`src/cps2_macros.svh`:
```
`ifndef CPS2_MACROS_SVH
`define CPS2_MACROS_SVH

// Region match values on the upper word address bits
`define CPS2_ROM_HI       (2'b00)
`define CPS2_RAM_PAGE     (8'hff)
`define CPS2_VRAM_BASE    (6'b100100)
`define CPS2_ORAM_NIB     (4'h7)
`define CPS2_IO_BASE      (5'b10000)
`define CPS2_OBJCFG_NIB   (4'h4)
`define CPS2_QS_NIB       (4'h6)

// Extra wait applies below 0x500000 and from 0x800000 up
`define CPS2_WAIT_LO_NIB  (4'h5)
`define CPS2_WAIT_HI_NIB  (4'h8)

// I/O offsets on address bits 8..3
`define CPS2_IN0_OFS      (6'h00)
`define CPS2_IN1_OFS      (6'h02)
`define CPS2_IN2_OFS      (6'h04)
`define CPS2_VOL_OFS      (6'h06)
`define CPS2_OUT_OFS      (6'h08)
`define CPS2_OBANK_OFS    (6'h1c)
// PPU windows match on address bits 8..6
`define CPS2_PPU1_OFS     (3'b100)
`define CPS2_PPU2_OFS     (3'b101)

// Object config register holding the object RAM base
`define CPS2_OBJCFG_BASE_OFS (3'd0)

`define CPS2_JOY_BUT6     (2'b00)

`endif

```
`src/cps2_pkg.sv`:
```
package cps2_pkg;

    // CPU bus as driven by the 68000 side
    typedef struct packed {
        logic [23:1] addr;
        logic        as_n;
        logic        rnw;
        logic        uds_n;
        logic        lds_n;
        logic [15:0] dout;
    } cps2_bus_s;

    // Registered region selects
    typedef struct packed {
        logic rom;
        logic ram;
        logic vram;
        logic oram;
        logic io;
        logic objcfg;
        logic qs;
    } cps2_sel_s;

    // Selects inside the I/O window
    typedef struct packed {
        logic ppu1;
        logic ppu2;
        logic in0;
        logic in1;
        logic in2;
        logic vol;
        logic out;
        logic eeprom;
        logic obank;
        logic sys;
    } cps2_io_sel_s;

    // Cabinet inputs, joysticks active low
    typedef struct packed {
        logic [9:0] joy1;
        logic [9:0] joy2;
        logic [9:0] joy3;
        logic [9:0] joy4;
        logic [3:0] start;
        logic [3:0] coin;
        logic       service;
        logic       dip_test;
        logic       eeprom_sdo;
    } cps2_cab_s;

    typedef struct packed {
        logic scs;
        logic sclk;
        logic sdi;
    } cps2_eeprom_s;

    typedef struct packed {
        logic [7:0] p4;
        logic [7:0] p3;
    } cps2_in1_players_s;

    // Six-button layout of the second input word
    typedef struct packed {
        logic [9:0] pad_hi;
        logic [1:0] j2_btn;
        logic       pad_mid;
        logic [2:0] j1_btn;
    } cps2_in1_buttons_s;

    typedef union packed {
        cps2_in1_players_s players;
        cps2_in1_buttons_s buttons;
    } cps2_in1_u;

endpackage

```
`src/cps2_addr_decode.sv`:
```
`timescale 1ns/1ps
`include "cps2_macros.svh"

module cps2_addr_decode (
    input  logic                clk,
    input  logic                rst,
    input  logic                cpu_cen,
    input  cps2_pkg::cps2_bus_s bus,
    input  logic [3:0]          oram_nib,
    output cps2_pkg::cps2_sel_s sel,
    output logic                ram_cs,
    output logic                vram_cs,
    output logic                oram_cs,
    output logic [17:1]         addr,
    output logic [21:1]         rom_addr,
    output logic [23:1]         main2qs_addr,
    output logic                one_wait
);
    logic [23:1] a;
    logic        wr_ds;
    logic        wr_ds_q;
    logic        wr_dly;
    logic        reg_ram;
    logic        reg_vram;
    logic        reg_oram;

    assign a     = bus.addr;
    assign wr_ds = !bus.rnw && !(bus.uds_n && bus.lds_n);

    // Region selects, sampled while the address strobe is low
    always_ff @(posedge clk or posedge rst) begin
        if (rst) begin
            sel <= '0;
        end else if (!bus.as_n) begin
            sel.rom    <= a[23:22] == `CPS2_ROM_HI;
            sel.ram    <= a[23:16] == `CPS2_RAM_PAGE;
            // Top 64K page of the VRAM window is not VRAM
            sel.vram   <= a[23:18] == `CPS2_VRAM_BASE && a[17:16] != 2'b11;
            sel.oram   <= a[23:20] == `CPS2_ORAM_NIB && a[19:16] == oram_nib;
            sel.io     <= a[23:19] == `CPS2_IO_BASE;
            sel.objcfg <= a[23:20] == `CPS2_OBJCFG_NIB && !bus.rnw;
            sel.qs     <= a[23:20] == `CPS2_QS_NIB && a[19:17] == 3'd0;
        end else begin
            sel <= '0;
        end
    end

    always_ff @(posedge clk) begin
        if (!bus.as_n) begin
            rom_addr     <= a[21:1];
            main2qs_addr <= a;
        end
    end

    // Strobe seen one clock back, so the cen that closes a write still catches it
    always_ff @(posedge clk or posedge rst) begin
        if (rst) begin
            wr_ds_q  <= 1'b0;
            wr_dly   <= 1'b0;
            reg_ram  <= 1'b0;
            reg_vram <= 1'b0;
            reg_oram <= 1'b0;
        end else begin
            wr_ds_q <= wr_ds;
            if (cpu_cen) begin
                wr_dly   <= wr_ds_q;
                reg_ram  <= sel.ram;
                reg_vram <= sel.vram;
                reg_oram <= sel.oram;
            end
        end
    end

    // Hold memory selects past the end of a write so the
    // SDRAM side never sees a stray read request
    assign ram_cs  = sel.ram  | (wr_dly & reg_ram);
    assign vram_cs = sel.vram | (wr_dly & reg_vram);
    assign oram_cs = sel.oram | (wr_dly & reg_oram);

    // RAM and VRAM share the SDRAM, keep RAM in its own 32K words
    assign addr = ram_cs ? {2'b00, a[15:1]} : a[17:1];

    assign one_wait = !bus.as_n &&
                      (a[23:20] < `CPS2_WAIT_LO_NIB || a[23:20] >= `CPS2_WAIT_HI_NIB);

endmodule

```
`src/cps2_dtack.sv`:
```
`timescale 1ns/1ps

module cps2_dtack (
    input  logic                clk,
    input  logic                rst,
    input  logic                cpu_cen,
    input  logic                as_n,
    input  cps2_pkg::cps2_sel_s sel,
    input  logic                one_wait,
    input  logic                rom_ok,
    input  logic                ram_ok,
    input  logic                main2qs_waitn,
    output logic                dtack_n
);
    logic bus_cs;
    logic bus_busy;
    logic waited;

    assign bus_cs = |sel;

    // Memory and sound side hold the acknowledge off
    assign bus_busy = (sel.rom & ~rom_ok) |
                      ((sel.ram | sel.vram | sel.oram) & ~ram_ok) |
                      (sel.qs & ~main2qs_waitn);

    always_ff @(posedge clk or posedge rst) begin
        if (rst) begin
            dtack_n <= 1'b1;
            waited  <= 1'b0;
        end else if (as_n) begin
            dtack_n <= 1'b1;
            waited  <= 1'b0;
        end else if (cpu_cen && bus_cs) begin
            // First cen with a select only counts the extra wait
            waited <= 1'b1;
            if (!bus_busy && (waited || !one_wait)) begin
                dtack_n <= 1'b0;
            end
        end
    end

endmodule

```
`src/cps2_io_regs.sv`:
```
`timescale 1ns/1ps
`include "cps2_macros.svh"

module cps2_io_regs (
    input  logic                   clk,
    input  logic                   rst,
    input  logic                   cpu_cen,
    input  cps2_pkg::cps2_bus_s    bus,
    input  logic                   io_cs,
    input  logic                   objcfg_cs,
    output cps2_pkg::cps2_io_sel_s io_sel,
    output cps2_pkg::cps2_eeprom_s eeprom,
    output logic                   z80_rstn,
    output logic                   obank,
    output logic [15:0]            oram_base
);
    logic [5:0] ofs;
    logic       wr_lo;
    logic       wr_hi;

    assign ofs   = bus.addr[8:3];
    assign wr_lo = !bus.rnw && !bus.lds_n;
    assign wr_hi = !bus.rnw && !bus.uds_n;

    always_comb begin
        io_sel.ppu1   = io_cs && bus.addr[8:6] == `CPS2_PPU1_OFS;
        io_sel.ppu2   = io_cs && bus.addr[8:6] == `CPS2_PPU2_OFS;
        io_sel.in0    = io_cs && ofs == `CPS2_IN0_OFS;
        io_sel.in1    = io_cs && ofs == `CPS2_IN1_OFS;
        io_sel.in2    = io_cs && ofs == `CPS2_IN2_OFS;
        io_sel.vol    = io_cs && ofs == `CPS2_VOL_OFS;
        // Same offset, the byte lane picks the register
        io_sel.out    = io_cs && ofs == `CPS2_OUT_OFS && wr_lo;
        io_sel.eeprom = io_cs && ofs == `CPS2_OUT_OFS && wr_hi;
        io_sel.obank  = io_cs && ofs == `CPS2_OBANK_OFS && wr_lo;
        io_sel.sys    = io_sel.in0 | io_sel.in1 | io_sel.in2 | io_sel.eeprom;
    end

    always_ff @(posedge clk or posedge rst) begin
        if (rst) begin
            eeprom    <= '0;
            z80_rstn  <= 1'b0;
            obank     <= 1'b0;
            oram_base <= 16'h0000;
        end else if (cpu_cen) begin
            if (io_sel.eeprom) begin
                eeprom.scs  <= bus.dout[14];
                eeprom.sclk <= bus.dout[13];
                eeprom.sdi  <= bus.dout[12];
            end
            if (io_sel.out) begin
                z80_rstn <= bus.dout[3];
            end
            if (io_sel.obank) begin
                obank <= bus.dout[0];
            end
            // Object RAM base, written bytewise
            if (objcfg_cs && bus.addr[3:1] == `CPS2_OBJCFG_BASE_OFS) begin
                if (!bus.uds_n) begin
                    oram_base[15:8] <= bus.dout[15:8];
                end
                if (!bus.lds_n) begin
                    oram_base[7:0] <= bus.dout[7:0];
                end
            end
        end
    end

endmodule

```
`src/cps2_main_bus.sv`:
```
`timescale 1ns/1ps

module cps2_main_bus (
    input  logic                   clk,
    input  logic                   rst,
    input  cps2_pkg::cps2_bus_s    bus,
    input  logic                   cpu_cen,
    input  cps2_pkg::cps2_cab_s    cab,
    input  logic [1:0]             joymode,
    input  logic [15:0]            ram_data,
    input  logic                   ram_ok,
    input  logic [15:0]            rom_data,
    input  logic                   rom_ok,
    input  logic [15:0]            mmr_dout,
    input  logic [7:0]             main2qs_din,
    input  logic                   main2qs_waitn,
    input  logic [12:0]            volume,
    output logic [15:0]            cpu_din,
    output logic                   dtack_n,
    output logic [17:1]            addr,
    output logic [21:1]            rom_addr,
    output logic                   rom_cs,
    output logic                   ram_cs,
    output logic                   vram_cs,
    output logic                   oram_cs,
    output logic                   ppu1_cs,
    output logic                   ppu2_cs,
    output logic                   objcfg_cs,
    output logic                   main2qs_cs,
    output logic [23:1]            main2qs_addr,
    output cps2_pkg::cps2_eeprom_s eeprom,
    output logic                   z80_rstn,
    output logic                   obank,
    output logic [15:0]            oram_base
);
    import cps2_pkg::*;

    cps2_sel_s    sel;
    cps2_io_sel_s io_sel;
    logic         one_wait;

    assign rom_cs     = sel.rom;
    assign objcfg_cs  = sel.objcfg;
    assign main2qs_cs = sel.qs;
    assign ppu1_cs    = io_sel.ppu1;
    assign ppu2_cs    = io_sel.ppu2;

    cps2_addr_decode u_decode (
        .clk          (clk),
        .rst          (rst),
        .cpu_cen      (cpu_cen),
        .bus          (bus),
        .oram_nib     (oram_base[11:8]),
        .sel          (sel),
        .ram_cs       (ram_cs),
        .vram_cs      (vram_cs),
        .oram_cs      (oram_cs),
        .addr         (addr),
        .rom_addr     (rom_addr),
        .main2qs_addr (main2qs_addr),
        .one_wait     (one_wait)
    );

    cps2_io_regs u_io (
        .clk       (clk),
        .rst       (rst),
        .cpu_cen   (cpu_cen),
        .bus       (bus),
        .io_cs     (sel.io),
        .objcfg_cs (sel.objcfg),
        .io_sel    (io_sel),
        .eeprom    (eeprom),
        .z80_rstn  (z80_rstn),
        .obank     (obank),
        .oram_base (oram_base)
    );

    cps2_read_path u_read (
        .clk         (clk),
        .rst         (rst),
        .cab         (cab),
        .joymode     (joymode),
        .io_sel      (io_sel),
        .sel         (sel),
        .ram_data    (ram_data),
        .rom_data    (rom_data),
        .mmr_dout    (mmr_dout),
        .main2qs_din (main2qs_din),
        .volume      (volume),
        .cpu_din     (cpu_din)
    );

    cps2_dtack u_dtack (
        .clk           (clk),
        .rst           (rst),
        .cpu_cen       (cpu_cen),
        .as_n          (bus.as_n),
        .sel           (sel),
        .one_wait      (one_wait),
        .rom_ok        (rom_ok),
        .ram_ok        (ram_ok),
        .main2qs_waitn (main2qs_waitn),
        .dtack_n       (dtack_n)
    );

endmodule

```
`src/cps2_read_path.sv`:
```
`timescale 1ns/1ps
`include "cps2_macros.svh"

module cps2_read_path (
    input  logic                   clk,
    input  logic                   rst,
    input  cps2_pkg::cps2_cab_s    cab,
    input  logic [1:0]             joymode,
    input  cps2_pkg::cps2_io_sel_s io_sel,
    input  cps2_pkg::cps2_sel_s    sel,
    input  logic [15:0]            ram_data,
    input  logic [15:0]            rom_data,
    input  logic [15:0]            mmr_dout,
    input  logic [7:0]             main2qs_din,
    input  logic [12:0]            volume,
    output logic [15:0]            cpu_din
);
    import cps2_pkg::*;

    logic        but6;
    logic [15:0] in0;
    cps2_in1_u   in1;
    logic [15:0] in2;
    logic [15:0] sys_data;

    assign but6 = joymode == `CPS2_JOY_BUT6;

    // Input words, refreshed every clock
    always_ff @(posedge clk) begin
        in0 <= {cab.joy2[7:0], cab.joy1[7:0]};
        in2 <= {cab.coin, cab.start, 5'h1f, cab.service, cab.dip_test, cab.eeprom_sdo};
        if (but6) begin
            in0[15] <= 1'b1;
            in0[7]  <= 1'b1;
            // Buttons 4 to 6 move into the second word
            in1.buttons.pad_hi  <= '1;
            in1.buttons.j2_btn  <= cab.joy2[8:7];
            in1.buttons.pad_mid <= 1'b1;
            in1.buttons.j1_btn  <= cab.joy1[9:7];
            in2[14] <= cab.joy2[9];
        end else begin
            in1.players.p4 <= cab.joy4[7:0];
            in1.players.p3 <= cab.joy3[7:0];
        end
    end

    always_comb begin
        if (io_sel.in0) begin
            sys_data = in0;
        end else if (io_sel.in1) begin
            sys_data = in1;
        end else if (io_sel.in2) begin
            sys_data = in2;
        end else begin
            sys_data = 16'hffff;
        end
    end

    always_ff @(posedge clk or posedge rst) begin
        if (rst) begin
            cpu_din <= 16'hffff;
        end else if (io_sel.sys) begin
            cpu_din <= sys_data;
        end else if (sel.ram | sel.vram | sel.oram) begin
            cpu_din <= ram_data;
        end else if (sel.rom) begin
            cpu_din <= rom_data;
        end else if (io_sel.ppu2) begin
            cpu_din <= mmr_dout;
        end else if (io_sel.vol) begin
            cpu_din <= {3'b111, volume};
        end else if (sel.qs) begin
            cpu_din <= {8'hff, main2qs_din};
        end else begin
            cpu_din <= 16'hffff;
        end
    end

endmodule

```
`config.mk`:
```
export PLATFORM = sky130hd
export DESIGN_NAME = cps2_main_bus
export DESIGN_NICKNAME = d
export VERILOG_FILES = /design/src/cps2_pkg.sv /design/src/cps2_addr_decode.sv /design/src/cps2_dtack.sv /design/src/cps2_io_regs.sv /design/src/cps2_main_bus.sv /design/src/cps2_read_path.sv
export VERILOG_INCLUDE_DIRS = /design/src
export SDC_FILE = /design/constraint.sdc
export NUM_CORES = 1
export LEC_CHECK = 0
export BUFFER_PORTS_ARGS = -buffer_cell sky130_fd_sc_hd__buf_4
export CELL_PAD_IN_SITES_DETAIL_PLACEMENT = 1
export CELL_PAD_IN_SITES_GLOBAL_PLACEMENT = 1
export CORE_ASPECT_RATIO = 1.1
export CORE_MARGIN = 3
export CORE_UTILIZATION = 32
export CTS_CLUSTER_DIAMETER = 60
export CTS_CLUSTER_SIZE = 24
export DETAILED_ROUTE_END_ITERATION = 16
export PLACE_DENSITY_LB_ADDON = 0.12
export SLEW_MARGIN = 5
export SYNTH_ARGS = -nofsm -noshare
export SYNTH_HDL_FRONTEND = slang
export SYNTH_SLANG_ARGS = --single-unit
```
`constraint.sdc`:
```
create_clock -name clk -period 3.2 [get_ports clk]
set_clock_uncertainty 0.2 [all_clocks]
set_input_delay 0.64 -clock clk [delete_from_list [all_inputs] [get_ports clk]]
set_output_delay 0.64 -clock clk [all_outputs]
set_load 0.02 [all_outputs]
```
==> flow_summary.ini <==
[floorplan]
ios = 278
initial_core_util = 0.330
rows = 47
die_w_um = 126
dieArea_um2 = 17300
core_area_um2 = 15200
die_h_um = 138

[timing]
final_max_slew_viol_count = 0
finalSetupViolations = 0
setup-tns-final_ns = 0
hold_viol_final = 0
tightest_slew_ns = 0.858
fin_ws_ns = 0.818
rsz0062_at_grt = false
relSlewSlack = 0.427
clock.fmax_mhz = 420
fin_crit_sh = 0.745
period_minus_slack_ns = 2.38

[logic_synthesis]
synth_xor_area_frac = 0.00696
netlist-cell-type-count = 53
synthSimpleGateAreaFrac = 0.127
synthMuxAreaShare = 0.108
synth_fa_ha_area_frac = 0
synthesis.area_um2 = 5030
syn-num-nets = 596
synth_seq_area_share = 0.566
synth_ff_type = dfxtp_1
synth_warnings = 0
ys_ff_latch = 117
synth_compound_area_frac = 0.115
synthArstFlopShare = 0.436
synthCells = 425
synth_top_family_by_area = simple AND/OR/NAND/NOR gates
synth.avg_cell_area_um2 = 11.8
synth_edf_count = 23

[global_routing]
grt_first_pass_wirelength_um = 26100
grt_use_total = 0.199
grt_max_degree = 25
grt_pass1_vias = 4654
grt_antenna_before_repair = 0
grt_overflow = 0

[clocking]
cts_hold_buf = 0
clock-sinks = 117
clkTransAtPathRegs_ns = 0.05
cts_max_level = 4
clockBufferDepth = 2
clk_latency_ns = 0.41
tritoncts = done
cts_resized = 0
post_cts_buffers = 0
cts_root_buf = clkbuf_16
cts_buffers = 17

[final_layout]
n_antenna_cell = 0
area_growth_pct = 51.2
drive_above_1_share = 0.577
nets = 843
fillCellCount = 1667

[critical_path]
crit_family = buffers and inverters
end_kind = output pin
slowest_stage = dfrtp_1
cp-start-kind = register
slowest_delay_ns = 0.43
crit_buf_inv = 2
worstPathRequired_ns = 2.36
critPathKind = reg -> out
path_max_fanout = 10
cp_cell_sequence = nand4b_2, clkinv_1, buf_4
critPathArrivalTime_ns = 1.54

[power]
powerDensity_nw_per_um2 = 519
leakagePower_nw = 3.57
vdd_drop_max_uv = 288
power_mw = 3.95

[route]
wire_per_inst_um = 19.4
route.detailed.drc = 0
firstDrtPassIters = 4
vias_per_cell = 4.84
vias = 4268
drtIter0Drc = 190
ant_nets = 0
wl_um = 17100

[placed_design]
io_buffers = 273
place_ws_ns = 0.517
gp_congestion = 0.794
dp_hpwl_um = 13500

[run]
drv_cap = 0

[worst_hold_path]
worstHoldPathType = in -> reg

[status]
status = finished, final reports clean
==> sequential cells by signal, summed over array words and instances, names as in the netlist, 3 cells and up <==
name / count
u_decode.main2qs_addr: 23
u_decode.sel: 7
u_io.eeprom: 3
u_io.oram_base: 16
u_read.cpu_din: 16
u_read.in0: 16
u_read.in1: 16
u_read.in2: 11
==> layout by cell type, fill, tap and decap left out, types with 3 or more instances in the layout <==
cell type,count
buf_4,280
nor2b_1,3
dfrtp_1,34
nand3b_1,6
o31ai_1,3
a21oi_1,22
mux2i_1,5
xor2_1,4
nand3_1,4
or2_2,13
edfxtp_1,23
nor3_1,11
inv_1,6
clkbuf_16,18
nand2b_1,3
clkbuf_8,3
clkbuf_1,3
nor2_1,23
or3_1,3
a31oi_1,5
o211ai_1,5
nor3b_1,4
a22oi_1,6
dfstp_2,17
a211o_1,5
a211oi_1,3
o22ai_1,6
o221ai_1,12
nor4b_1,3
clkinv_2,4
dfxtp_1,43
mux2_2,44
nand2_1,19
o21ai_0,12
==> routing by layer <==
layer / vias up / GRT usage / part of all wire
li1: 1998 / - / -
met1: 2034 / 0.227 / 0.38
met2: 208 / 0.340 / 0.51
met3: 28 / 0.0725 / 0.084
met4: 0 / 0.0819 / 0.027
met5: - / 0 / 0
==> cell usage after synthesis, types with 6 or more instances <==
cell type	number	area [µm²]
dfstp_2	17	447
o22ai_1	6	37.5
buf_4	37	278
nand3b_1	6	45.0
nor2_1	23	86.3
edfxtp_1	23	691
buf_2	6	30.0
inv_1	7	26.3
dfxtp_1	43	861
clkbuf_1	7	26.3
o221ai_1	12	105
nor3_1	12	60.1
o21ai_0	12	60.1
mux2_2	44	495
a22oi_1	6	45.0
dfrtp_1	34	851
or2_2	13	81.3
nand2_1	19	71.3
a21oi_1	22	110
==> kinds of logic after synthesis <==
logic type | count (synthesis)
flops | 117
buf+inv | 61
xor+xnor | 4
mux | 49
compound gates | 86
simple gates | 108
==> path summary, 6_finish.rpt <==
check,start,end,slack (ns),depth (start not counted)
min in group asynchronous,rst,u_read.cpu_din[11]$_DFF_PP1_,0.28,2
worst min-delay path,cab[10],u_read.in2[11]$_DFF_P_,0.13,1
worst min register to register,u_decode.wr_ds_q$_DFF_PP0_,u_decode.wr_dly$_DFFE_PP0P_,0.29,1
worst max-delay path,u_decode.sel[2]$_DFF_PP0_,ppu2_cs,0.82,3
worst max register to register,u_decode.sel[6]$_DFF_PP0_,u_read.cpu_din[5]$_DFF_PP1_,0.96,6
max in group asynchronous,rst,u_read.cpu_din[9]$_DFF_PP1_,2.13,3
==> area by class of cell <==
type                    count  area [µm²]  area share
inverters                   9        33.8     0.00444
clock buffers              24         503      0.0661
repair buffers            280        2100       0.276
multi-input cells         247        1810       0.237
well taps                 196         245      0.0322
flip-flops and latches    117        2850       0.374
clock inverters             8        70.1     0.00921
==> metrics by stage <==
stage | area [µm²] | utilization | std cells | hold WS, ns
detailed placement | 7040 | 0.462 | 849 | 0.277
finish | 7610 | 0.500 | 881 | 0.129
global placement | 7040 | 0.462 | 849 | 0.262
CTS | 7610 | 0.500 | 881 | 0.105
floorplan | 5030 | - | 425 | 0.254
global route | 7610 | 0.500 | 881 | 0.105
==> report_power, final <==
| group | internal, mW | switching (mW) | total, mW |
|---|---|---|---|
| clock | 1.17 | 0.650 | 1.82 |
| sequential | 1.60 | 0.0292 | 1.63 |
| combinational | 0.266 | 0.239 | 0.505 |
Power figures use the tool's default switching activity.
